### config.mk
export PLATFORM = sky130hd
export DESIGN_NAME = bgm_ram
export DESIGN_NICKNAME = d
export VERILOG_FILES = /design/src/bus_pkg.sv /design/src/bgm_ram.sv
export SDC_FILE = /design/constraint.sdc
export NUM_CORES = 2
export LEC_CHECK = 0
export BUFFER_PORTS_ARGS = -buffer_cell sky130_fd_sc_hd__buf_2
export CORE_UTILIZATION = 60
export CTS_CLUSTER_SIZE = 24
export DETAILED_ROUTE_END_ITERATION = 8
export PLACE_DENSITY_LB_ADDON = 0.2
export SLEW_MARGIN = 15
export SYNTH_ARGS = -nofsm -noshare
export SYNTH_HDL_FRONTEND = slang
export SYNTH_SLANG_ARGS = --single-unit
export TNS_END_PERCENT = 10
### constraint.sdc
create_clock -name CLK -period 3.55 [get_ports CLK]
set_input_delay 0.355 -clock CLK [delete_from_list [all_inputs] [get_ports CLK]]
set_output_delay 0.355 -clock CLK [all_outputs]
set_load 0.02 [all_outputs]
### src/bus_pkg.sv
//////////////////////////////
// CPU address map, control register layout and
// memory write records
//////////////////////////////

package bus_pkg;

  localparam int cpu_addr_width = 13;

  // Decoded from A[12:9]
  typedef enum logic [2:0] {
    region_vram, // $0000-$0FFF
    region_bgm,  // $1000-$11FF
    region_oam,  // $1200-$13FF
    region_reg,  // $1400-$15FF
    region_apu,  // $1600-$17FF
    region_none
  } bus_region_t;

  // Register 0 sits in the high byte
  typedef struct packed {
    logic       bm_inv_y;  // Invert YMAX effect
    logic       bm_inv_x;  // Invert XMAX effect
    logic       sp_2clr;
    logic       sp_ena;
    logic       boc_dis;
    logic       sp_hide7;
    logic       bm_lores;  // 1 selects low resolution
    logic       bm_ena;
    logic [3:0] bm_clr_fg; // High resolution only
    logic [3:0] bm_clr_bg;
    logic [3:0] bm_ymax;
    logic [3:0] bm_xmax;
    logic [3:0] ch_clr_fg;
    logic [3:0] ch_clr_bg;
  } ctrl_regs_t;

  typedef struct packed {
    logic [6:0] addr;
    logic [3:0] be;
    logic [7:0] data;
  } bgm_write_t;

  typedef struct packed {
    logic [9:0] addr;
    logic [7:0] data;
    logic       valid;
  } rom_init_t;

endpackage

### src/bgm_ram.sv
//////////////////////////////
// Background memory, 128 words of 4 bytes
//////////////////////////////

`timescale 1ns/100ps

module bgm_ram
  import bus_pkg::*;
(
  input  logic        CLK,
  input  bgm_write_t  wr,
  input  logic [6:0]  rd_addr,
  output logic [31:0] rd_data
);

  logic [3:0][7:0] mem [128];

  // CPU side, byte lanes
  always_ff @(posedge CLK) begin
    for (int i = 0; i < 4; i++) begin
      if (wr.be[i])
        mem[wr.addr][i] <= wr.data;
    end
  end

  // Renderer side
  always_ff @(posedge CLK) begin
    rd_data <= mem[rd_addr];
  end

endmodule

==> qor.txt <==
Worst EP arrival: 3.39 ns
initial antenna violation count: 37
IO buf count: 58
first-pass GRT wire length: 539000 um
nets@finish: 7060
clock root cell: clkbuf_16
Longest Clk Path Bufs: 4
Post-CTS Hold Buffers: 7
Slew Limit Headroom: 21.3%
final number of hold-violating endpoints: 0
hold_ws: 0.0510 ns
FMAX: 382 MHz
Post-Syn Instances: 6553
Final period util: 73.7%
max_cap viols: 0
total grt overflow: 0
Sink Count: 4128
GP Congestion: 0.888
syn_area_per_cell: 24.4 um2
H-Tree Depth: 5
maximum vdd ir drop: 0.509 mV
I/O Pins: 59
DRC violations left: 0
Layout area overhead: 13.2%
Final Total Pwr: 102000 uW
Worst-Skew Late Latency: 0.91 ns
top cells by count, synth: edfxtp_1 (4096), mux4_2 (1344), and2_1 (489), clkbuf_1 (237), nor2_1 (126)
Post-CTS Setup Inserts: 0
CTS Buf Count: 400
post-DP HPWL: 244000 um
Final Instance Area: 0.181 mm2
DIE AREA: 0.268 mm2
Layout Skew: 0.0308 ns
fillcell total: 15659
1st-iter DRT viols: 9230
Final ANT Viol Nets: 0
startpoint type of the worst setup path: flip-flop
max-slew violations: 0
cell taking the most area after synthesis: edfxtp_1
worst-margin pin slew: 1.18 ns
Sw Share: 20.9%
Via Count: 72240
CTS tree: built
clock network power share: 41.9%
DR vias/cell: 6.61
count leader, synth: edfxtp_1
vias in the first global route: 73722
status: complete, no violations
Seq pwr share: 52.9%
Yosys top cell area share: 77.0%
clock slew at reported path FFs: 0.07 ns
Psw: 21400 uW
Die Ht: 518 um
core area: 0.265 mm2
final cell count without fillers: 10928
Internal Power: 80700 uW
Cell Area, Placed: 0.167 mm2
critical path type: flip-flop to flip-flop
min Tclk post-route: 2.62 ns
crit-path max FO: 1
Distinct cells, synth: 23
Tightest Hold Check Type: input pin to flip-flop
Synth Warn #: 0
Lkg Pwr: 0.0568 uW
Detailed Routing Iterations Pass 1: 7
wire per inst: 34.5 um
endpoints failing setup: 0
RSZ-0062 raised after global routing: no
PwrDens: 565 mW/mm2
Synth area leaders: edfxtp_1 (77%), mux4_2 (19%), and2_1 (1.9%)
Req. time, crit path: 4.33 ns
WL final: 377000 um
setup TNS: 0 ns
Rows: 189
Post-synth EDFFs: 4096
Main synth FF type: edfxtp_1
Async SR Flop Fraction: 0%
largest net degree at the start of global routing: 135
Yosys reg bits: 4128
die width: 518 um
Initial Utilization: 60.3%
combinational fraction of design power: 5.2%
Netlist Area Pre-Place: 0.160 mm2
Post-CTS Resized: 0
placed cells: 10157
Global Route Usage Sum: 28.4%
share of cells above drive strength 1: 32.9%
crit path capture type: flip-flop
sequential area share after synthesis: 77.4%
Mapped Nets: 6580
## cells in the final DEF (no fill, tap or decap), types with 2 or more instances in the layout
cell and n:
buf_12 118, clkbuf_1 44, nor2_1 126, clkinv_1 93, mux2_2 32, nor2b_1 4
edfxtp_1 4096, clkbuf_16 409, clkinv_8 3, clkinv_2 81, buf_4 278, nand3_1 7
and3_1 25, nor3b_1 2, nand2_1 11, clkinv_4 6, and2_1 489, clkbuf_8 5
or3b_2 2, nand3b_1 2, mux4_2 1344, diode_2 32, inv_6 12, bufinv_16 49
buf_8 11, clkinvlp_4 27, buf_2 39, dlygate4sd3_1 7, dfxtp_1 32, inv_16 2
## power groups by stage
stage / Combinational [uW] / Clock, uW / Sequential, uW
3_5_place_dp: 5240 / 0 / 55100
3_3_place_gp: 5120 / 0 / 55100
2_1_floorplan: 2670 / 0 / 55000
4_1_cts: 5280 / 43000 / 54100
5_1_grt: 5500 / 44800 / 54000
6_report: 5290 / 42800 / 54100
## flip-flops by register name, indices dropped and copies added (netlist names)
signal,cells
mem,4096
rd_data,32
## worst max-delay path: stages (launching register included)
cell,delay [ns]
edfxtp_1,0.43
mux4_2,0.51
mux4_2,0.55
mux4_2,0.66
mux2_2,0.32
## final cells by class
class / instances / area (um2) / share of cell area, %
antenna: 32 / 80.1 / 0.0443
clock inverter: 274 / 2710 / 1.50
sequential: 4128 / 124000 / 68.4
clock buffer: 458 / 10500 / 5.79
timing repair buffer: 454 / 4910 / 2.72
tap: 3533 / 4420 / 2.45
multi-input combinational: 2049 / 34500 / 19.1
## metal layers
layer,GRT usage (%),part of all wire [%]
met3,4.18,7.7
met1,38.3,36
met5,0,0.015
met2,47.6,52
met4,10.8,4.4
## final timing paths
check	slack [ns]	start	to	cells after the start
max	0.93	mem[7][21]$_DFFE_PP_	rd_data[21]$_DFF_P_	4
min	0.05	wr[0]	mem[114][8]$_DFFE_PP_	1
max reg2reg	0.93	mem[7][21]$_DFFE_PP_	rd_data[21]$_DFF_P_	4
min reg2reg	1.11	mem[104][24]$_DFFE_PP_	rd_data[24]$_DFF_P_	4
## stage by stage
step / util [%] / setup WS (ns)
after detailed placement: 63.2 / 0.133
after CTS: 68.2 / 0.939
final: 68.2 / 0.934
after floorplan: - / 0.515
after global routing: 68.2 / 0.930
after global placement: 63.2 / 0.128
## kinds of logic (layout without fill, tap and decap cells)
logic type    count (synthesis)  in the layout  share of synthesized area (%)
buf+inv                     376           1186                          0.971
flops                      4128           4128                           77.4
mux                        1376           1376                           19.2
other cells                   0             32                              0
simple gates                673            673                           2.42
Power figures use the tool's default switching activity.
