<file path="src/video_pkg.sv">
//////////////////////////////
// Raster timing and pixel types shared by the video blocks
// and the testbench
//////////////////////////////

package video_pkg;

  // Raster size, measured on hardware
  localparam logic [8:0] num_rows = 9'd263;
  localparam logic [8:0] num_cols = 9'd260;

  // Render window, 208 x 232
  localparam logic [8:0] first_row_render = 9'd16;
  localparam logic [8:0] last_row_render  = 9'd247;
  localparam logic [8:0] first_col_render = 9'd23;
  localparam logic [8:0] last_col_render  = 9'd230;

  localparam logic [8:0] first_row_vsync = 9'd257;
  localparam logic [8:0] last_row_vsync  = 9'd259;
  localparam logic [8:0] first_col_hsync = 9'd240;
  localparam logic [8:0] last_col_hsync  = 9'd259;

  typedef logic [3:0] color_idx_t;

  localparam color_idx_t color_black = 4'd1;

  typedef struct packed {
    logic [8:0] row;
    logic [8:0] col;
  } raster_pos_t;

  typedef struct packed {
    logic vbl;
    logic de;
    logic hs;
    logic vs;
  } sync_t;

  typedef struct packed {
    logic [7:0] r;
    logic [7:0] g;
    logic [7:0] b;
  } rgb_t;

endpackage

</file>
<file path="src/video_timing.sv">
//////////////////////////////
// Raster counter and sync generator, also times the
// shadow register copy
//////////////////////////////

`timescale 1ns/100ps

module video_timing
  import video_pkg::*;
(
  input  logic        CLK,
  input  logic        reset,
  input  logic        ce,
  output raster_pos_t pos,
  output sync_t       sync,
  output logic        render_px,
  output logic        reg_copy
);

  raster_pos_t pos_next;
  logic        render_row;
  logic        render_col;

  //////////////////////////////
  // Row / column counter

  always_comb begin
    pos_next = pos;
    if (pos.col == num_cols - 9'd1) begin
      pos_next.col = '0;
      if (pos.row == num_rows - 9'd1)
        pos_next.row = '0;
      else
        pos_next.row = pos.row + 9'd1;
    end else begin
      pos_next.col = pos.col + 9'd1;
    end
  end

  always_ff @(posedge CLK) begin
    if (reset)
      pos <= '0;
    else if (ce)
      pos <= pos_next;
  end

  //////////////////////////////
  // Window flags and sync

  assign render_row = (pos.row >= first_row_render) && (pos.row <= last_row_render);
  assign render_col = (pos.col >= first_col_render) && (pos.col <= last_col_render);
  assign render_px  = render_row && render_col;

  // Start of vertical sync
  assign reg_copy = ce && (pos.row == first_row_vsync) && (pos.col == '0);

  always_ff @(posedge CLK) begin
    if (reset) begin
      sync <= '0;
    end else if (ce) begin
      sync.de  <= render_px;
      sync.vbl <= !render_row;
      sync.hs  <= (pos.col >= first_col_hsync) && (pos.col <= last_col_hsync);
      sync.vs  <= (pos.row >= first_row_vsync) && (pos.row <= last_row_vsync);
    end
  end

  col_in_range: assert property (@(posedge CLK) disable iff (reset)
    pos.col < num_cols);

endmodule

</file>
<file path="config.mk">
export PLATFORM = sky130hd
export DESIGN_NAME = video_timing
export DESIGN_NICKNAME = d
export VERILOG_FILES = /design/src/video_pkg.sv /design/src/video_timing.sv
export SDC_FILE = /design/constraint.sdc
export NUM_CORES = 1
export LEC_CHECK = 0
export BUFFER_PORTS_ARGS = -buffer_cell sky130_fd_sc_hd__buf_2
export CORE_MARGIN = 5
export CORE_UTILIZATION = 56
export CTS_BUF_LIST = sky130_fd_sc_hd__clkbuf_2 sky130_fd_sc_hd__clkbuf_4 sky130_fd_sc_hd__clkbuf_8
export CTS_CLUSTER_SIZE = 24
export DETAILED_ROUTE_END_ITERATION = 10
export PLACE_DENSITY = 0.89
export SYNTH_ARGS = -nofsm -noshare
export SYNTH_HDL_FRONTEND = slang
export SYNTH_SLANG_ARGS = --single-unit
</file>
<file path="constraint.sdc">
create_clock -name CLK -period 2.9 [get_ports CLK]
set_input_delay 0.145 -clock CLK [delete_from_list [all_inputs] [get_ports CLK]]
set_output_delay 0.145 -clock CLK [all_outputs]
set_load 0.01 [all_outputs]
</file>
==> impl_results.md <==
- Clock group share of total power: 32.7%
- Hold WS: 0.145 ns
- Layout cells sized above 1: 20.1%
- Final RePlAce weighted congestion: 0.846
- Area added between synthesis and finish: 13.1%
- Total negative slack: 0 ns
- FF+latch count, synth: 22
- Relative slew margins: around three quarters
- DIE WIDTH: 58.0 um
- RSZ-0062 raised after global routing: false
- Post-CTS Setup Bufs: 0
- Clock period minus final worst setup slack: 2.00 ns
- Max_cap viols: 0
- Hold path startpoint: reset
- Area of the mapped netlist: ~1300 um^2
- Leak Pwr: ~0.58 nW
- Post-CTS Hold Fix Bufs: 0
- R2R Path End: pos[17]
- Hold Fails Final Rpt: 0
- Die height: 58.0 um
- Remaining global-route overflow: 0
- Port Buffers: 26
- Worst-case reg-to-reg path depth: 5
- Clock latency at the later pin of the worst-skew pair: 0.31 ns
- ANT cells: 0
- Maximum number of pins on one net before global-route repair: 17
- Layout Nets: 190
- Post-Syn Nets: 165
- All-Layer GR Usage: between 10% and 20%
- WHS Endpoint: sync[0]
- Status: finished, final reports clean
- Worst path buffer plus inverter count: 2
- DRC violations left: 0
- Post-Syn Instances: between 150 and 200
- CTS root buffer: clkbuf_4
- Initial Util: 58.4%
- Vias in the first global route: 1,098
- Most frequent CP cell: nor4_1
- Worst r2r src: pos[1]
- Crit end category: output pin
- Die ar.: ~3400 um^2
- Resized cells post-CTS: 0
- Crit-path max cell delay: 0.45 ns
- Switching power: 0.121 mW
- Core area: between 2000 and 2500 um^2
- Critical path class: reg2out
- Finished Core Util: 66.1%
- CTS Buf Count: 3
- Switch share: 23.3%
- Register-to-Register Setup Slack: 1.00 ns
- Hold path depth: 2
- Clock Tree Buf Depth: 2
- Synth unique cells: 39
- Pwr dens: around 350 nW/um^2
- Worst min path class: in2reg
- Highest clock rate: 500 MHz
- Clock skew: 0.00436 ns
- CTS H-tree lvls: 1
- Clk sinks: 22
- CTS clk-pin slew, worst paths: 0.12 ns
- Final setup violation count: 0
- DR iter-0 viols: 47
- Register area share after synthesis: about a third
- Power Internal: roughly 0.4 mW
- Fin. max-slew vios: 0
- Wirelength, routed: roughly 2900 um
- YS warnings: 0
- IO Pins: 27
- Power, Total: 0.517 mW
- CTS tree: built
- Flop pwr share: 60.5%
- Crit path launch type: flop
- DR pass1 iterations: 4
- Mean Syn Cell Area: ~8.3 um^2
- Required @ worst endpoint: 2.76 ns
- First-pass GRT wire length: 4940 um
- Arrival time at the worst endpoint: 1.86 ns
- Initial antenna violation count: 0
- Final instance area: 1460 um^2
- Rows: 17
- Routed wire per std cell: 13.9 um
- Worst-Margin Slew: 0.400 ns
- Dpl hpwl: between 2000 and 2500 um
- DP Area: between 1000 and 1500 um^2
- Fin crit share: 69.0%
- Combinational power share: 6.7%
- Vias: ~1,200
- Vias per cell: 5.90
- Delay-heaviest family, CP: flip-flops
- Fillers: 184
- Max Fanout on Critical Path: 6
- Slowest cell on the critical path: dfxtp_1
- Peak VDD IR: ~0.00030 V
- Antenna Nets Post-Route: 0
- Critical path origin: pos[0]
- Cells along the critical path: inv_1 > ha_1 > and3b_1 > nor4_1 > o21ai_0 > nor4_1 > buf_2
[cell usage after synthesis (all sizes together)]
cell | count | area share, %
nand4 | 7 | 3.4
o31ai | 1 | 0.58
dfxtp | 22 | 34
xnor2 | 5 | 3.4
nor4 | 4 | 3.1
nand2 | 11 | 3.2
o21a | 2 | 1.2
and3b | 1 | 0.68
nor3b | 1 | 0.58
clkinv | 1 | 0.29
buf | 2 | 1.3
a32o | 3 | 2.3
nor2 | 17 | 4.9
inv | 7 | 2.0
nand4b | 1 | 0.68
xor2 | 3 | 2.0
mux2i | 1 | 0.77
o211ai | 1 | 0.58
and3 | 5 | 2.4
ha | 7 | 6.8
nor3 | 8 | 4.8
nand2b | 2 | 0.97
o221a | 1 | 0.87
o22ai | 1 | 0.48
or4 | 1 | 0.58
clkbuf | 4 | 1.3
or3 | 2 | 0.97
a31oi | 3 | 1.5
a21oi | 7 | 2.7
o32ai | 2 | 1.4
and4 | 1 | 0.87
nand3 | 11 | 5.2
and2 | 3 | 1.5
o21ai | 7 | 2.7
[area by class of cell]
| type | count | area [um^2] | share of cell area (%) |
|---|---|---|---|
| Timing Repair Buffer | 26 | 130 | 8.90 |
| Multi-Input combinational cell | 119 | 790 | 54.0 |
| Tap cell | 28 | 35.0 | 2.40 |
| Inverter | 8 | 30.0 | 2.05 |
| Clock buffer | 4 | 36.3 | 2.48 |
| Sequential cell | 22 | 440 | 30.1 |
[worst max path at each step]
| stage | to | slack, ns | cells past startpoint |
|---|---|---|---|
| final | render_px | 0.90 | 7 |
| after global placement | pos[11] | 1.13 | 5 |
| after detailed placement | pos[17] | 1.04 | 5 |
| after global routing | render_px | 0.67 | 6 |
| after CTS | render_px | 0.88 | 7 |
| after floorplan | pos[16] | 1.18 | 5 |
[state kept, by name, indices dropped and copies added, names as in the netlist]
name,flops
sync,4
pos,18
[layout by cell type (no fill, tap or decap), types with 2 or more instances in the layout]
cell / count
nand2_1: 11
nand2b_1: 2
nand4_1: 7
dfxtp_1: 22
a32o_1: 3
o21ai_0: 7
inv_1: 7
nor3_4: 2
or3_1: 2
and2_1: 3
ha_1: 7
o21a_1: 2
a21oi_1: 7
xnor2_1: 5
o32ai_1: 2
nand3_1: 10
a31oi_1: 3
nor2_1: 17
clkbuf_4: 3
nor4_1: 3
nor3_1: 6
buf_2: 26
xor2_1: 3
and3_1: 5
[through the flow]
stage,instances,setup WS (ns)
finish,207,0.899
global route,207,0.669
CTS,207,0.881
detailed placement,203,1.04
global placement,203,1.13
floorplan,155,1.18
[power by group through the flow]
stage	clock (mW)	combinational (mW)	sequential, mW
floorplan	0	0.0219	0.321
global placement	0	0.0338	0.319
detailed placement	0	0.0350	0.320
CTS	0.177	0.0351	0.313
global route	0.193	0.0392	0.314
finish	0.169	0.0349	0.313
[per-layer routing]
layer	vias to the layer above	part of all wire [%]	track usage, %
li1	613	-	-
met4	0	1.8	8.28
met1	555	47	24.8
met3	5	7.4	4.01
met5	-	0	0
met2	49	44	28.5
[logic make-up (layout without fill, tap and decap cells)]
kind of cell / after synthesis / in the layout / synth area share (%)
flip-flops: 22 / 22 / 34.1
buffers and inverters: 14 / 38 / 4.84
XOR/XNOR: 8 / 8 / 5.42
multiplexers: 1 / 1 / 0.774
AO/OA/AOI/OAI: 28 / 28 / 14.2
AND/OR/NAND/NOR: 75 / 75 / 33.9
adder cells (fa/ha/maj): 7 / 7 / 6.78
Note: power is estimated with default switching activity, not from simulation.
