--- src/bus_pkg.sv ---
//////////////////////////////
// CPU address map, control register layout and
// memory write records
//////////////////////////////

package bus_pkg;

  localparam int cpu_addr_width = 13;

  // Decoded from A[12:9]
  typedef enum logic [2:0] {
    region_vram, // $0000-$0FFF
    region_bgm,  // $1000-$11FF
    region_oam,  // $1200-$13FF
    region_reg,  // $1400-$15FF
    region_apu,  // $1600-$17FF
    region_none
  } bus_region_t;

  // Register 0 sits in the high byte
  typedef struct packed {
    logic       bm_inv_y;  // Invert YMAX effect
    logic       bm_inv_x;  // Invert XMAX effect
    logic       sp_2clr;
    logic       sp_ena;
    logic       boc_dis;
    logic       sp_hide7;
    logic       bm_lores;  // 1 selects low resolution
    logic       bm_ena;
    logic [3:0] bm_clr_fg; // High resolution only
    logic [3:0] bm_clr_bg;
    logic [3:0] bm_ymax;
    logic [3:0] bm_xmax;
    logic [3:0] ch_clr_fg;
    logic [3:0] ch_clr_bg;
  } ctrl_regs_t;

  typedef struct packed {
    logic [6:0] addr;
    logic [3:0] be;
    logic [7:0] data;
  } bgm_write_t;

  typedef struct packed {
    logic [9:0] addr;
    logic [7:0] data;
    logic       valid;
  } rom_init_t;

endpackage

--- src/cpu_port.sv ---
//////////////////////////////
// CPU write decoder for control registers and BGM
//////////////////////////////

`timescale 1ns/100ps

module cpu_port
  import bus_pkg::*;
(
  input  logic                      CLK,
  input  logic                      reset,
  input  logic [cpu_addr_width-1:0] addr,
  input  logic [7:0]                data,
  input  logic                      wr_n,
  input  logic                      cs_n,
  input  logic                      reg_copy,
  output ctrl_regs_t                regs,
  output bgm_write_t                bgm_wr
);

  bus_region_t     region;
  logic            cpu_wr;
  logic            reg_wr;
  logic            bgm_sel;
  logic [3:0][7:0] shadow; // [3] is register 0

  //////////////////////////////
  // Address decode

  always_comb begin
    if (!addr[cpu_addr_width-1]) begin
      region = region_vram;
    end else begin
      case (addr[11:9])
        3'd0:    region = region_bgm;
        3'd1:    region = region_oam;
        3'd2:    region = region_reg;
        3'd3:    region = region_apu;
        default: region = region_none;
      endcase
    end
  end

  assign cpu_wr  = !cs_n && !wr_n;
  assign reg_wr  = cpu_wr && (region == region_reg);
  assign bgm_sel = cpu_wr && (region == region_bgm);

  //////////////////////////////
  // Control registers

  always_ff @(posedge CLK) begin
    if (reset)
      shadow <= '0;
    else if (reg_wr)
      shadow[2'd3 - addr[1:0]] <= data;
  end

  // Active copy taken once per frame
  always_ff @(posedge CLK) begin
    if (reset)
      regs <= '0;
    else if (reg_copy)
      regs <= ctrl_regs_t'(shadow);
  end

  // BGM byte lane write
  assign bgm_wr.addr = addr[8:2];
  assign bgm_wr.be   = {3'b000, bgm_sel} << addr[1:0];
  assign bgm_wr.data = data;

  one_target: assert property (@(posedge CLK) disable iff (reset)
    !(reg_wr && (bgm_wr.be != 4'b0000)));

endmodule

--- config.mk ---
export PLATFORM = sky130hd
export DESIGN_NAME = cpu_port
export DESIGN_NICKNAME = d
export VERILOG_FILES = /design/src/bus_pkg.sv /design/src/cpu_port.sv
export SDC_FILE = /design/constraint.sdc
export NUM_CORES = 1
export LEC_CHECK = 0
export BUFFER_PORTS_ARGS = -buffer_cell sky130_fd_sc_hd__buf_2
export CORE_ASPECT_RATIO = 1.2
export CORE_UTILIZATION = 46
export CTS_CLUSTER_SIZE = 16
export DETAILED_ROUTE_END_ITERATION = 8
export GPL_TIMING_DRIVEN = 0
export PLACE_DENSITY_LB_ADDON = 0.12
export RECOVER_POWER = 100
export SLEW_MARGIN = 30
export SYNTH_ARGS = -nofsm -noshare
export SYNTH_HDL_FRONTEND = slang
export SYNTH_SLANG_ARGS = --single-unit
--- constraint.sdc ---
create_clock -name CLK -period 1.5 [get_ports CLK]
set_input_delay 0.375 -clock CLK [delete_from_list [all_inputs] [get_ports CLK]]
set_output_delay 0.375 -clock CLK [all_outputs]
set_load 0.05 [all_outputs]
==> impl_metrics.json, run 1 <==
{
  "ys_ff_latch": 64,
  "chipHeight_um": 84.62,
  "dieArea_um2": 5995,
  "min_to": "shadow[1]$_SDFFE_PP0P_",
  "cp_cell_sequence": "buf_6 -> nor4_4 -> nand3b_1 -> buf_6 -> nor3_4 -> buf_6",
  "start_kind": "input pin",
  "worst_path_most_repeated_cell": "buf_6",
  "cts_sinks": 64,
  "finalSetupViolations": 28,
  "synth-edff-count": 0,
  "grt_max_degree": 11,
  "io_buffers": 65,
  "r2r_start": "shadow[5]$_SDFFE_PP0P_",
  "nNetsFinal": 352,
  "r2r_cells": 2,
  "grt_setup_unrepaired": "yes",
  "diodes": 0,
  "clkTransAtPathRegs_ps": 70,
  "top_usage_layer": "met2",
  "synth.top_cell.area_share_pct": 48.97,
  "ys_types": 18,
  "worstPathArrival_ps": 1340,
  "syn2layout_area_growth_pct": 26.69,
  "finalCritPeriodShare_pct": 114.1,
  "nFillCells": 480,
  "critPathKind": "input pin to primary output",
  "syn_nets": 273,
  "violations": "DRC, setup timing",
  "cp_top_family": "simple AND/OR/NAND/NOR gates",
  "cts_tree": "yes",
  "route.detailed.drc": 16,
  "rr_endpoint": "regs[5]$_SDFFE_PP0P_",
  "min_period_ps": 1712,
  "worst_slew_pin_slew_ps": 598.1,
  "grt_util_met1_pct": 22.63,
  "syn_avg_cell_area_um2": 10.59,
  "overflow": 0,
  "dpl.hpwl_mm": 3.673,
  "hold_start": "data[1]",
  "synth_area_leaders": "dfxtp_1, mux2i_1, nand2b_1",
  "cts_buffers": 9,
  "ys_async_sr_fraction_pct": 0,
  "cp_slowest_cell": "nor4_4",
  "synth_ff_type": "dfxtp_1",
  "max_clock_freq_mhz": 584.1,
  "synth_cells": 247,
  "cp.required_ps": 1120,
  "antenna_left": 0,
  "grtUsageMet3_pct": 3.601,
  "synth_commonest_cells": "dfxtp_1, mux2i_1, nand2b_1, nor2_1, buf_4",
  "drv_slew": 0,
  "final.setup.worst_slack_ps": -211.9,
  "crit_fanout": 4,
  "yosysSeqAreaShare_pct": 48.97,
  "vias_per_cell": 4.827,
  "vias": 1897,
  "globalRouteMet2Util_pct": 29.20,
  "worst_skew_pair.late_latency_ps": 330,
  "gp_congestion": 0.7212,
  "p_leak_nw": 1.641,
  "hold_viol_final": 0,
  "p_per_area_nw_per_um2": 1052,
  "first_global_vias": 1767,
  "grt_antenna_before_repair": 0,
  "track_usage_pct": 18.23,
  "fin_cells": 393,
  "cts_buffer_depth": 2,
  "path_buf_inv": 3,
  "dp_slack_ps": -803.6,
  "cts-root-buf": "clkbuf_8",
  "totalWireLength_mm": 5.263,
  "start_util_pct": 48.72,
  "synth_warnings": 0,
  "grt_pass1_wl_mm": 8.231,
  "h-tree-depth": 3,
  "crit_path_max_incr_delay_ps": 290,
  "ir_drop_mv": 0.6955,
  "post-place-cells": 374,
  "synth_area_um2": 2616,
  "layout-drive-gt1-share_pct": 30.51,
  "cp-end-kind": "primary output",
  "postCtsHoldBufs": 0,
  "avgRoutedWirePerCell_um": 13.39,
  "dr.pass1.iters": 7,
  "fp.coreArea_um2": 5370,
  "status": "complete, but fails checks",
  "maxSlewHeadroom_pct": 60.30,
  "ff2ff_setup_slack_ps": 880,
  "rows": 29,
  "first_iter_violations": 62,
  "yosys.area.top_type": "dfxtp_1",
  "die_w_um": 70.85,
  "io-pin-count": 77,
  "hold_class": "input pin to flip-flop",
  "holdPathStages": 3,
  "drv_cap": 0,
  "skew_ps": 6.132,
  "crit_start": "cs_n"
}
[registers in the layout (all words and copies together), names as in the netlist]
| register | count |
|---|---|
| shadow | 32 |
| regs | 32 |
[placed cells by master, fill, tap and decap left out]
cell,n
and2_0,1
and3_1,1
and4_1,1
buf_2,47
buf_4,16
buf_6,8
bufinv_16,1
clkbuf_1,22
clkbuf_2,8
clkbuf_8,11
clkinv_2,2
dfxtp_1,64
inv_1,2
mux2i_1,64
nand2b_1,40
nand3_2,1
nand3b_1,1
nand4_1,1
nand4_4,2
nor2_1,33
nor3_4,4
nor4_4,1
[worst min-delay path, cell delays in order]
cell	delay, ps
buf_2	90
nand2b_1	110
mux2i_1	130
[kinds of logic after synthesis]
logic type             count (synthesis)  synth area share, %
flip-flops                            64                48.97
buffers and inverters                 33                7.317
multiplexers                          64                24.49
AND/OR/NAND/NOR                       86                19.23
[worst max-delay path by stage]
stage                            end  slack, ps  depth (start not counted)
after floorplan           bgm_wr[10]       -620                          3
after global placement    bgm_wr[10]       -790                          5
after detailed placement  bgm_wr[10]       -800                          5
after CTS                 bgm_wr[10]       -200                          6
after global routing       bgm_wr[8]       -260                          6
final                     bgm_wr[10]       -210                          6
[routing by layer]
layer	up-vias	wire [µm]
li1	957	-
met1	873	2373
met2	59	2516
met3	8	283
met4	0	89
met5	-	0
[repair_timing]
| item | in CTS | in global routing |
|---|---|---|
| hold endpoints to repair | 0 | 0 |
| pin swaps | 2 | 2 |
| endpoints found under the setup margin | 4 | 14 |
| buffers inserted | 2 | 1 |
| gates resized for setup | 13 | 4 |
[report_power, final]
part | switching, mW | leakage, nW | internal (mW)
clock network | 0.626 | 0.103 | 0.854
registers | 0.00142 | 0.515 | 1.70
logic | 0.199 | 1.02 | 0.105
[stage by stage]
step	cell area (µm²)	hold slack [ps]	util, %	total power, mW	setup TNS [ps]
2_1_floorplan	2661	448.3	-	1.968	-2462
3_3_place_gp	3064	462.4	57.06	2.042	-13730
3_5_place_dp	3064	470.2	57.06	2.044	-14070
4_1_cts	3322	421.6	61.86	3.523	-744.8
5_1_grt	3314	438.8	61.72	3.612	-3116
6_report	3314	421.9	61.72	3.487	-1595
[layout make-up]
| class | count | area, µm² | share of cell area (%) |
|---|---|---|---|
| Tap cell | 62 | 77.57 | 2.341 |
| Clock inverter | 3 | 40.04 | 1.208 |
| Clock buffer | 13 | 158.9 | 4.794 |
| Inverter | 2 | 7.507 | 0.2265 |
| Timing Repair Buffer | 68 | 372.9 | 11.25 |
| Sequential cell | 64 | 1281 | 38.66 |
| Multi-Input combinational cell | 150 | 1189 | 35.86 |
| Buffer | 31 | 187.7 | 5.663 |
(Power assumes the default switching activity.)
==> inputs of run 2 (changes only) <==
--- a/config.mk
+++ b/config.mk
@@ -6,8 +6,10 @@
 export NUM_CORES = 1
 export LEC_CHECK = 0
 export BUFFER_PORTS_ARGS = -buffer_cell sky130_fd_sc_hd__buf_2
+export CELL_PAD_IN_SITES_DETAIL_PLACEMENT = 1
+export CELL_PAD_IN_SITES_GLOBAL_PLACEMENT = 1
 export CORE_ASPECT_RATIO = 1.2
-export CORE_UTILIZATION = 46
+export CORE_UTILIZATION = 35
 export CTS_CLUSTER_SIZE = 16
 export DETAILED_ROUTE_END_ITERATION = 8
 export GPL_TIMING_DRIVEN = 0
==> constraint.sdc (replaced) <==
create_clock -name CLK -period 1.5 [get_ports CLK]
set_input_delay 0.225 -clock CLK [delete_from_list [all_inputs] [get_ports CLK]]
set_output_delay 0.225 -clock CLK [all_outputs]
set_load 0.05 [all_outputs]
==> run 2 against run 1 <==
Net effect: the run now ends clean; via count up 1.4%; sequential power barely moved; fmax increased by 19%; wire length grew 10%; core utilization decreased by 16 points; count of clock-buffer cells in the layout is 2 lower; sequential cell count did not move; register-to-register slack about the same; final cell count increased by 6.9%; power increased by 0.53%; first-iteration DRC count decreased by 29%; sequential share of layout area increased by 0.46 points.
==> impl_metrics.json, run 2 (same netlist as run 1, synthesis figures left out) <==
{
  "multiInputGateArea_um2": 1166,
  "dr.pass1.iters": 4,
  "min_period_ps": 1439,
  "postCtsHoldBufs": 0,
  "status": "finished, final reports clean",
  "track_usage_pct": 15.86,
  "die_w_um": 80.93,
  "rr_endpoint": "regs[4]$_SDFFE_PP0P_",
  "totalWireLength_mm": 5.790,
  "worstPathArrival_ps": 1210,
  "antenna_left": 0,
  "grt_antenna_before_repair": 0,
  "cp.required_ps": 1270,
  "r2r_cells": 2,
  "nNetsFinal": 351,
  "reg_top3": "regs x32, shadow x32",
  "avgRoutedWirePerCell_um": 13.79,
  "clkTransAtPathRegs_ps": 60,
  "regArea_um2": 1281,
  "cp_top_family": "simple AND/OR/NAND/NOR gates",
  "grt_max_degree": 12,
  "hold_start": "data[3]",
  "hold_viol_final": 0,
  "drv_slew": 0,
  "overflow": 0,
  "cts-root-buf": "clkbuf_8",
  "cp_cell_sequence": "clkbuf_1 -> nor4_4 -> nand3b_1 -> buf_6 -> nor3_4 -> buf_4",
  "gp_congestion": 0.6793,
  "max_clock_freq_mhz": 695.1,
  "vias_per_cell": 4.581,
  "finalSetupViolations": 0,
  "cp-end-kind": "primary output",
  "total_power_mw": 3.506,
  "final.setup.worst_slack_ps": 61.27,
  "io-pin-count": 77,
  "worst_slew_pin_slew_ps": 609.8,
  "cts_tree": "yes",
  "chipHeight_um": 96.71,
  "maxSlewHeadroom_pct": 59.52,
  "first_iter_violations": 44,
  "cp_slowest_cell": "nor4_4",
  "start_kind": "input pin",
  "crit_fanout": 4,
  "hold_class": "input pin to flip-flop",
  "dp_slack_ps": -572.2,
  "diodes": 0,
  "critPathKind": "input pin to primary output",
  "vias": 1924,
  "grt_setup_unrepaired": "no",
  "ir_drop_mv": 0.7716,
  "cts_sinks": 64,
  "ff2ff_setup_slack_ps": 870,
  "route.detailed.drc": 0,
  "skew_ps": 7.320,
  "crit_path_max_incr_delay_ps": 300,
  "io_buffers": 65,
  "worst_skew_pair.late_latency_ps": 330,
  "final_cell_mix": "mux2i_1, dfxtp_1, nand2b_1, clkbuf_1, nor2_1",
  "grt_pass1_wl_mm": 9.239,
  "dpl.hpwl_mm": 4.225,
  "cts_buffers": 9,
  "rows": 34,
  "first_global_vias": 1954,
  "syn2layout_area_growth_pct": 25.20,
  "finalCritPeriodShare_pct": 95.92,
  "cts_buffer_depth": 2,
  "path_buf_inv": 3,
  "r2r_start": "shadow[4]$_SDFFE_PP0P_",
  "p_leak_nw": 1.557,
  "fp.coreArea_um2": 7232,
  "start_util_pct": 36.18,
  "nFillCells": 841,
  "h-tree-depth": 3,
  "drv_cap": 0,
  "holdPathStages": 3,
  "dieArea_um2": 7826,
  "p_per_area_nw_per_um2": 1070,
  "layout-drive-gt1-share_pct": 25.45,
  "min_to": "shadow[27]$_SDFFE_PP0P_"
}
-- run 2: power by group --
group          leakage [nW]  internal, mW  total [mW]  switching [mW]
Combinational         0.940        0.0978       0.295           0.197
Sequential            0.515          1.70        1.70         0.00149
Clock                 0.101         0.852        1.51           0.657
Total                  1.56          2.65        3.51           0.855
-- run 2: worst max-delay path by stage --
stage	cells after the start	startpoint	slack, ps	end
floorplan	3	wr_n	-320	bgm_wr[10]
global placement	5	wr_n	-540	bgm_wr[11]
detailed placement	5	wr_n	-570	bgm_wr[8]
CTS	6	addr[9]	20	bgm_wr[11]
global route	6	wr_n	10	bgm_wr[9]
finish	6	wr_n	60	bgm_wr[11]
-- run 2: layer usage --
metal	track usage, %	up-vias	routed length [µm]
li1	-	963	-
met1	19.32	904	2595
met2	26.05	51	2876
met3	3.679	6	236
met4	7.005	0	81
met5	0	-	0
-- run 2: per-stage QoR --
| stage | std cells | cell area, µm² | util [%] | setup TNS (ps) | hold slack [ps] |
|---|---|---|---|---|---|
| after floorplan | 247 | 2661 | - | -1262 | 445.9 |
| after global placement | 402 | 3099 | 42.85 | -7685 | 463.4 |
| after detailed placement | 402 | 3099 | 42.85 | -7939 | 464.2 |
| after CTS | 420 | 3333 | 46.09 | 0 | 271.5 |
| after global routing | 420 | 3276 | 45.29 | 0 | 278.9 |
| final | 420 | 3276 | 45.29 | 0 | 273.9 |
-- run 2: final cells by class --
| type | count | area share (%) |
|---|---|---|
| Multi-Input combinational cell | 150 | 35.60 |
| Buffer | 31 | 5.500 |
| Clock buffer | 11 | 4.622 |
| Tap cell | 90 | 3.438 |
| Sequential cell | 64 | 39.11 |
| Timing Repair Buffer | 67 | 9.817 |
| Inverter | 2 | 0.2292 |
| Clock inverter | 5 | 1.681 |
-- run 2: tightest hold or removal path, cell delays in order --
cell and delay [ps]:
buf_2 90, nand2b_1 100, mux2i_1 130
-- run 2: repair_timing --
action,CTS,global route
resized for setup,6,5
pin swaps,2,1
buffers inserted,2,0
endpoints found under the setup margin,4,4
