## src/video_pkg.sv

```systemverilog
//////////////////////////////
// Raster timing and pixel types shared by the video blocks
// and the testbench
//////////////////////////////

package video_pkg;

  // Raster size, measured on hardware
  localparam logic [8:0] num_rows = 9'd263;
  localparam logic [8:0] num_cols = 9'd260;

  // Render window, 208 x 232
  localparam logic [8:0] first_row_render = 9'd16;
  localparam logic [8:0] last_row_render  = 9'd247;
  localparam logic [8:0] first_col_render = 9'd23;
  localparam logic [8:0] last_col_render  = 9'd230;

  localparam logic [8:0] first_row_vsync = 9'd257;
  localparam logic [8:0] last_row_vsync  = 9'd259;
  localparam logic [8:0] first_col_hsync = 9'd240;
  localparam logic [8:0] last_col_hsync  = 9'd259;

  typedef logic [3:0] color_idx_t;

  localparam color_idx_t color_black = 4'd1;

  typedef struct packed {
    logic [8:0] row;
    logic [8:0] col;
  } raster_pos_t;

  typedef struct packed {
    logic vbl;
    logic de;
    logic hs;
    logic vs;
  } sync_t;

  typedef struct packed {
    logic [7:0] r;
    logic [7:0] g;
    logic [7:0] b;
  } rgb_t;

endpackage

```

## src/color_gen.sv

```systemverilog
//////////////////////////////
// Colour index to RGB, black outside the window
//////////////////////////////

`timescale 1ns/100ps

module color_gen
  import video_pkg::*;
(
  input  logic       CLK,
  input  logic       ce,
  input  logic       render_px,
  input  color_idx_t color,
  output rgb_t       rgb
);

  logic       render_q; // Lines up with DE
  color_idx_t pd;

  always_ff @(posedge CLK) begin
    if (ce)
      render_q <= render_px;
  end

  assign pd = render_q ? color : color_black;

  // RGB connector levels
  always_comb begin
    rgb = '0;
    case (pd)
      4'd0:  rgb = '{8'd0,   8'd0,   8'd160};
      4'd1:  rgb = '{8'd0,   8'd0,   8'd0};
      4'd2:  rgb = '{8'd0,   8'd0,   8'd245};
      4'd3:  rgb = '{8'd160, 8'd0,   8'd235};
      4'd4:  rgb = '{8'd0,   8'd245, 8'd0};
      4'd5:  rgb = '{8'd150, 8'd235, 8'd150};
      4'd6:  rgb = '{8'd0,   8'd235, 8'd235};
      4'd7:  rgb = '{8'd0,   8'd160, 8'd0};
      4'd8:  rgb = '{8'd245, 8'd0,   8'd0};
      4'd9:  rgb = '{8'd235, 8'd160, 8'd0};
      4'd10: rgb = '{8'd235, 8'd0,   8'd235};
      4'd11: rgb = '{8'd235, 8'd150, 8'd150};
      4'd12: rgb = '{8'd235, 8'd235, 8'd0};
      4'd13: rgb = '{8'd160, 8'd160, 8'd0};
      4'd14: rgb = '{8'd150, 8'd150, 8'd150};
      4'd15: rgb = '{8'd225, 8'd225, 8'd225};
    endcase
  end

endmodule

```

## config.mk

```make
export PLATFORM = sky130hd
export DESIGN_NAME = color_gen
export DESIGN_NICKNAME = d
export VERILOG_FILES = /design/src/video_pkg.sv /design/src/color_gen.sv
export SDC_FILE = /design/constraint.sdc
export NUM_CORES = 1
export LEC_CHECK = 0
export ABC_AREA = 1
export ABC_CLOCK_PERIOD_IN_PS = 1930
export BUFFER_PORTS_ARGS = -buffer_cell sky130_fd_sc_hd__buf_2
export CAP_MARGIN = 20
export CORE_AREA = 2 2 40 42
export CTS_CLUSTER_SIZE = 16
export DETAILED_ROUTE_END_ITERATION = 8
export DIE_AREA = 0 0 42 44
export HOLD_SLACK_MARGIN = 0.08
export PLACE_DENSITY_LB_ADDON = 0.05
export SLEW_MARGIN = 20
export SYNTH_ARGS = -nofsm -noshare
export SYNTH_HDL_FRONTEND = slang
export SYNTH_SLANG_ARGS = --single-unit
export TNS_END_PERCENT = 100
```

## constraint.sdc

```tcl
create_clock -name CLK -period 1.93 [get_ports CLK]
set_input_delay 0.193 -clock CLK [delete_from_list [all_inputs] [get_ports CLK]]
set_output_delay 0.193 -clock CLK [all_outputs]
set_load 0.01 [all_outputs]
```

==> results of run 1 <==
## critical path, delay by kind of cell, from the launching register on
| family | cells | cell delay, ns |
|---|---|---|
| AND/OR/NAND/NOR | 5 | 0.49 |
| flip-flops | 1 | 0.39 |
| adder cells (fa/ha/maj) | 1 | 0.34 |
| buffers and inverters | 2 | 0.23 |
## power breakdown
group	internal [mW]	total [mW]	switching [mW]
clock network	0	0	0
logic	0.0640	0.172	0.108
registers	0.0264	0.0277	0.00128
total	0.0904	0.199	0.109
## worst min path at each step
stage	start	end	slack, ns
6_report	render_px	render_q	0.37
5_1_grt	render_px	render_q	0.38
4_1_cts	render_px	render_q	0.37
3_5_place_dp	render_px	render_q	0.37
3_3_place_gp	render_px	render_q	0.37
2_1_floorplan	render_px	render_q	0.29
## per-layer routing
| metal | routed length, µm | share of wire | global-route usage |
|---|---|---|---|
| met5 | 0 | 0 | 0 |
| met1 | 602 | 0.48 | 0.179 |
| met3 | 75 | 0.060 | 0 |
| met2 | 568 | 0.46 | 0.266 |
| met4 | 0 | 0 | 0 |
## area by class of cell
| cell class | instances | area [µm²] |
|---|---|---|
| fill | 163 | 772 |
| multi-input combinational | 71 | 397 |
| timing repair buffer | 31 | 158 |
| inverter | 10 | 42.5 |
| sequential | 1 | 30.0 |
| tap | 16 | 20.0 |
## cells by family after synthesis
| family | Yosys count | share of synthesized area |
|---|---|---|
| buf+inv | 18 | 0.200 |
| simple gates | 61 | 0.545 |
| compound gates | 3 | 0.0352 |
| fa+ha+maj | 7 | 0.164 |
| flops | 1 | 0.0563 |
## layout by cell type (no fill, tap or decap)
cell	synthesis	layout
nand2_1	37	37
buf_2	0	30
nand3_1	10	10
inv_1	7	7
ha_1	7	7
nand2_2	5	5
nand4_1	4	4
nand3_2	3	3
inv_2	2	2
nand2_4	1	1
clkinv_4	1	1
o21ai_0	1	1
nor2_1	1	1
a21oi_2	1	1
a21oi_1	1	1
buf_4	7	1
edfxtp_1	1	1
## metrics by stage
stage	worst slack, ns	instance area, µm²	hold slack [ns]	util	std cells
global placement	0.329	647	0.372	0.456	129
CTS	0.294	647	0.373	0.456	129
detailed placement	0.296	647	0.373	0.456	129
floorplan	0.0152	533	0.292	-	90
global route	0.126	647	0.376	0.456	129
finish	0.289	647	0.374	0.456	129
==> impl_metrics.tcl, run 1 <==
set metrics [dict create \
    yosys_warnings 0 \
    relSlewSlack 0.835 \
    crit_chain "nand2_1, inv_1, ha_1, nand3_1, nand2_1, nand2_1, nand2_1, buf_2" \
    reg.largest.list "render_q x1" \
    required_ns 1.74 \
    p_total_uw 199 \
    coreArea_um2 1420 \
    top_register "render_q" \
    cp_max_fo 4 \
    leakagePower_nw 0.468 \
    syn_area_per_cell_um2 5.92 \
    grt_max_degree 13 \
    pin_count 31 \
    antennaDiodeCount 0 \
    ys_ff_latch 1 \
    slew_viol_final 0 \
    fin_crit_sh 0.850 \
    synth_nets 104 \
    hold_class "in -> reg" \
    synth_most_common_cell "nand2_1" \
    ir_drop_uv 200 \
    dp_hpwl_um 1060 \
    drive_above_1_share 0.389 \
    synthTopCellsByCount "nand2_1, nand3_1, buf_4, ha_1, inv_1" \
    status "finished clean" \
    routed_wl_um 1250 \
    nets 129 \
    synth_edf_count 1 \
    setup_viol_count_final 0 \
    cp_slowest_cell "edfxtp_1" \
    grt_pass1_wl_um 2090 \
    ant_nets 0 \
    maxCapViolations 0 \
    syn_inst 90 \
    drc_errors 0 \
    num_rows 14 \
    drt_iter0_drc 2 \
    synth.top_cell.area_share 0.261 \
    fin_setup_tns_ns 0 \
    worstHoldPathCells 1 \
    tightest_slew_ns 0.247 \
    gp_congestion 0.829 \
    vias 616 \
    via_per_inst 4.78 \
    drtPass1Iterations 4 \
    grt.total_usage 0.136 \
    hold_buffers 0 \
    rsz0062_at_grt "no" \
    clk_pin_slew_ns 0 \
    post_cts_resized 0 \
    grt_overflow 0 \
    yosys.area.top_type "nand2_1" \
    die_y_um 44 \
    start_kind "flip-flop" \
    port-buffer-count 30 \
    synth.cell_area_um2 533 \
    post_synth_num_cell_types 17 \
    path_class "reg -> out" \
    synth_area_leaders "nand2_1, ha_1, buf_4, nand3_1, nand2_2" \
    power_density_nw_per_um2 308 \
    syn_to_final_growth_pct 21.4 \
    synth_ff_type "edfxtp_1" \
    endpoint_kind "primary output" \
    crit_path_end "rgb[1]" \
    max_stage_delay_ns 0.39 \
    async_flop_share 0 \
    cts_setup_buffers 0 \
    largest_register_ff_count 1 \
    routedWlPerCell_um 9.66 \
    dieWidth_um 42 \
    grt_antenna_before_repair 0 \
    critPathMostFrequentCell "nand2_1" \
    fin_crit_ns 1.64 \
    max_freq_ghz 0.609 \
    final_hold_viol_count 0 \
    die-area_um2 1850 \
    yosysSeqAreaShare 0.0563 \
    worstPathArrival_ns 1.45 \
    initial_core_util 0.376 \
    cp-startpoint "render_q" \
    first_global_vias 505 \
]
Note: power is estimated with default switching activity, not from simulation.
==> inputs of run 2 (changes only) <==
Settings changed: ABC_CLOCK_PERIOD_IN_PS 1930 to 1550.
Clock period 1.93 ns to 1.55 ns, I/O delays scaled along.
==> impl_metrics.tcl, run 2 (synthesized netlist as in run 1, its figures left out) <==
set metrics [dict create \
    status "finished clean" \
    dr_wl_met3_um 93 \
    switchingPower_uw 149 \
    place_area_um2 696 \
    dp_hpwl_um 1080 \
    p_int_uw 124 \
    endpoint_kind "primary output" \
    final_util 0.506 \
    cp_num_buf_inv 2 \
    ant_nets 0 \
    coreArea_um2 1420 \
    clkPwrFrac 0 \
    syn_to_final_growth_pct 34.7 \
    rsz0062_at_grt "yes" \
    fillers 164 \
    comb_power_share 0.866 \
    wl_met2_um 609 \
    path_class "reg -> out" \
    tightest_slew_ns 0.264 \
    worstPathArrival_ns 1.33 \
    die-area_um2 1850 \
    routedWlPerCell_um 9.85 \
    slew_viol_final 0 \
    critPathMostFrequentCell "nand2_1" \
    final_area_um2 718 \
    mostFrequentLayoutCells "nand2_1, buf_2, nand2_2" \
    relSlewSlack 0.824 \
    drt_iter0_drc 19 \
    required_ns 1.39 \
    port-buffer-count 30 \
    top_register "render_q" \
    p_sw_frac 0.544 \
    setup_viol_count_final 0 \
    cp_max_fo 4 \
    die_y_um 44 \
    power_density_nw_per_um2 380 \
    max_stage_delay_ns 0.46 \
    highest_layer "met3" \
    final_hold_viol_count 0 \
    grt_antenna_before_repair 0 \
    grt_pass1_wl_um 2110 \
    dieWidth_um 42 \
    via_per_inst 4.88 \
    p_total_uw 273 \
    num_rows 14 \
    start_kind "flip-flop" \
    crit_chain "nand2_4, inv_4, ha_4, nand3_2, nand2_1, nand2_1, nand2_1, buf_2" \
    clk_pin_slew_ns 0 \
    hold_ws_ns 0.338 \
    fin_crit_ns 1.48 \
    maxCapViolations 0 \
    reg.largest.list "render_q x1" \
    dp_slack_ns 0.0433 \
    grt_overflow 0 \
    whs_endpoint "render_q" \
    largest_register_ff_count 1 \
    initial_core_util 0.376 \
    leakagePower_nw 0.473 \
    vias 634 \
    layout.cells.non_filler 130 \
    first_global_vias 503 \
    grt_max_degree 13 \
    worstHoldPathCells 1 \
    drtPass1Iterations 5 \
    fin_crit_sh 0.956 \
    drive_above_1_share 0.526 \
    wl_met1_um 579 \
    fin_setup_tns_ns 0 \
    gp_congestion 0.814 \
    pin_count 31 \
    cp_slowest_cell "edfxtp_1" \
    max_freq_ghz 0.675 \
    drc_errors 0 \
    worst_slack_ns 0.0675 \
    ir_drop_uv 280 \
    routed_wl_um 1280 \
    min_from "render_px" \
    hold_class "in -> reg" \
    post-place-cells 129 \
    grt.total_usage 0.139 \
    antennaDiodeCount 0 \
    crit_family "flip-flops" \
    seqPwrFrac 0.134 \
    nets 130 \
]
[run 2: worst max path at each step]
stage               startpoint       to  slack, ns  depth (start not counted)
finish                render_q   rgb[7]       0.07                          8
global route          render_q   rgb[0]      -0.02                          8
CTS                   render_q   rgb[7]       0.04                          8
detailed placement    render_q   rgb[7]       0.04                          8
global placement      render_q   rgb[1]       0.06                          8
floorplan             render_q  rgb[22]      -0.04                          8
[run 2: timing repair]
action                     4_1_cts  5_1_grt
setup endpoints to repair        0        8
resized for setup                0        3
setup buffers                    0        1
hold buffers                     0        0
[run 2: layout make-up]
type	instances	area (µm²)	share of cell area
well taps	16	20.0	0.0279
multi-input cells	71	458	0.638
repair buffers	32	165	0.230
inverters	10	45.0	0.0627
flip-flops and latches	1	30.0	0.0418
[run 2: routing by layer]
layer / up-vias / GRT usage
met5: - / 0
met4: 0 / 0
met3: 0 / 0.00417
met2: 26 / 0.247
met1: 277 / 0.199
li1: 331 / -
[run 2: power groups by stage]
stage | combinational, mW | sequential, mW | clock, mW
after floorplan | 0.168 | 0.0369 | 0
after global placement | 0.231 | 0.0363 | 0
after detailed placement | 0.231 | 0.0365 | 0
after CTS | 0.231 | 0.0365 | 0
after global routing | 0.262 | 0.0371 | 0
final | 0.236 | 0.0366 | 0
==> inputs of run 3 (changes only) <==
Settings changed: CORE_AREA 2 2 40 42 to 2 2 43 45, DIE_AREA 0 0 42 44 to 0 0 45 47, MAX_ROUTING_LAYER from default to met4, SKIP_LAST_GASP from default to 1.
==> impl_metrics.tcl, run 3 (synthesized netlist as in run 1, its figures left out) <==
set metrics [dict create \
    ir_drop_uv 231 \
    worst_slack_ns 0.0384 \
    drtPass1Iterations 4 \
    via_per_inst 4.84 \
    final_area_um2 747 \
    port-buffer-count 30 \
    die_y_um 47 \
    maxCapViolations 0 \
    leakagePower_nw 0.484 \
    largest_register_ff_count 1 \
    path_class "reg -> out" \
    setup_viol_count_final 0 \
    dp_slack_ns 0.0434 \
    routed_wl_um 1450 \
    required_ns 1.39 \
    final_util 0.452 \
    gp_congestion 0.826 \
    grt_overflow 0 \
    nets 132 \
    whs_endpoint "render_q" \
    min_from "render_px" \
    ant_nets 0 \
    place_area_um2 704 \
    rsz0062_at_grt "yes" \
    drive_above_1_share 0.534 \
    syn_to_final_growth_pct 40.1 \
    grt_pass1_wl_um 2240 \
    grt.total_usage 0.141 \
    first_global_vias 529 \
    routedWlPerCell_um 10.9 \
    dieWidth_um 45 \
    clk_pin_slew_ns 0 \
    max_freq_ghz 0.662 \
    layout.cells.non_filler 133 \
    p_total_uw 286 \
    start_kind "flip-flop" \
    dp_hpwl_um 1190 \
    worstHoldPathCells 1 \
    grt_max_degree 13 \
    tightest_slew_ns 0.274 \
    grt_antenna_before_repair 0 \
    die-area_um2 2120 \
    relSlewSlack 0.818 \
    fin_crit_ns 1.51 \
    initial_core_util 0.323 \
    drc_errors 0 \
    antennaDiodeCount 0 \
    hold_class "in -> reg" \
    fin_crit_sh 0.975 \
    mostFrequentLayoutCells "nand2_1, buf_2, nand2_2" \
    final_hold_viol_count 0 \
    num_rows 15 \
    top_register "render_q" \
    cp_max_fo 4 \
    slew_viol_final 0 \
    power_density_nw_per_um2 383 \
    reg.largest.list "render_q x1" \
    vias 644 \
    pin_count 31 \
    endpoint_kind "primary output" \
    coreArea_um2 1650 \
    drt_iter0_drc 13 \
    worstPathArrival_ns 1.36 \
    status "finished clean" \
    post-place-cells 131 \
]
## run 3: cell count changes in the layout (fill, tap and decap cells not counted), sizes merged
| cell | before | now |
|---|---|---|
| buf | 32 | 34 |
## run 3: how the worst max path moves through the flow
stage               startpoint      end  slack, ns  cells past startpoint
floorplan             render_q  rgb[22]      -0.04                      8
detailed placement    render_q   rgb[7]       0.04                      8
global route          render_q   rgb[2]      -0.04                      8
CTS                   render_q   rgb[7]       0.04                      8
global placement      render_q   rgb[0]       0.08                      8
finish                render_q   rgb[9]       0.04                      6
## run 3: through the flow
step,TNS [ns],hold slack (ns)
final,0,0.333
after global routing,-0.306,0.344
after CTS,0,0.334
after detailed placement,0,0.334
after global placement,0,0.335
after floorplan,-0.215,0.254
## run 3: per-layer routing
metal / up-vias / wire length (µm) / GRT usage
met3: 0 / 76 / 0.00385
met1: 292 / 627 / 0.176
met4: 0 / 0 / 0
met2: 20 / 746 / 0.269
li1: 332 / - / -
met5: - / 0 / -
## run 3: critical path: stages, from the launching register on
cell,delay [ns]
edfxtp_1,0.46
nand2_4,0.15
inv_4,0.05
ha_4,0.28
nand4_1,0.15
nand3_1,0.12
buf_2,0.13
## run 3: timing repair
item                       CTS  global route
setup buffers                0             2
setup endpoints to repair    0             8
gates resized for setup      0             5
hold buffers                 0             0
## run 3: power breakdown
| group | internal (mW) | switching [mW] | total, mW |
|---|---|---|---|
| Combinational | 0.0982 | 0.151 | 0.249 |
| Sequential | 0.0330 | 0.00374 | 0.0367 |
| Clock | 0 | 0 | 0 |
| Total | 0.131 | 0.155 | 0.286 |
## run 3: layout make-up
| type | count | area [µm²] |
|---|---|---|
| Fill cell | 178 | 905 |
| Multi-Input combinational cell | 71 | 468 |
| Timing Repair Buffer | 34 | 180 |
| Inverter | 10 | 47.5 |
| Sequential cell | 1 | 30.0 |
| Tap cell | 17 | 21.3 |
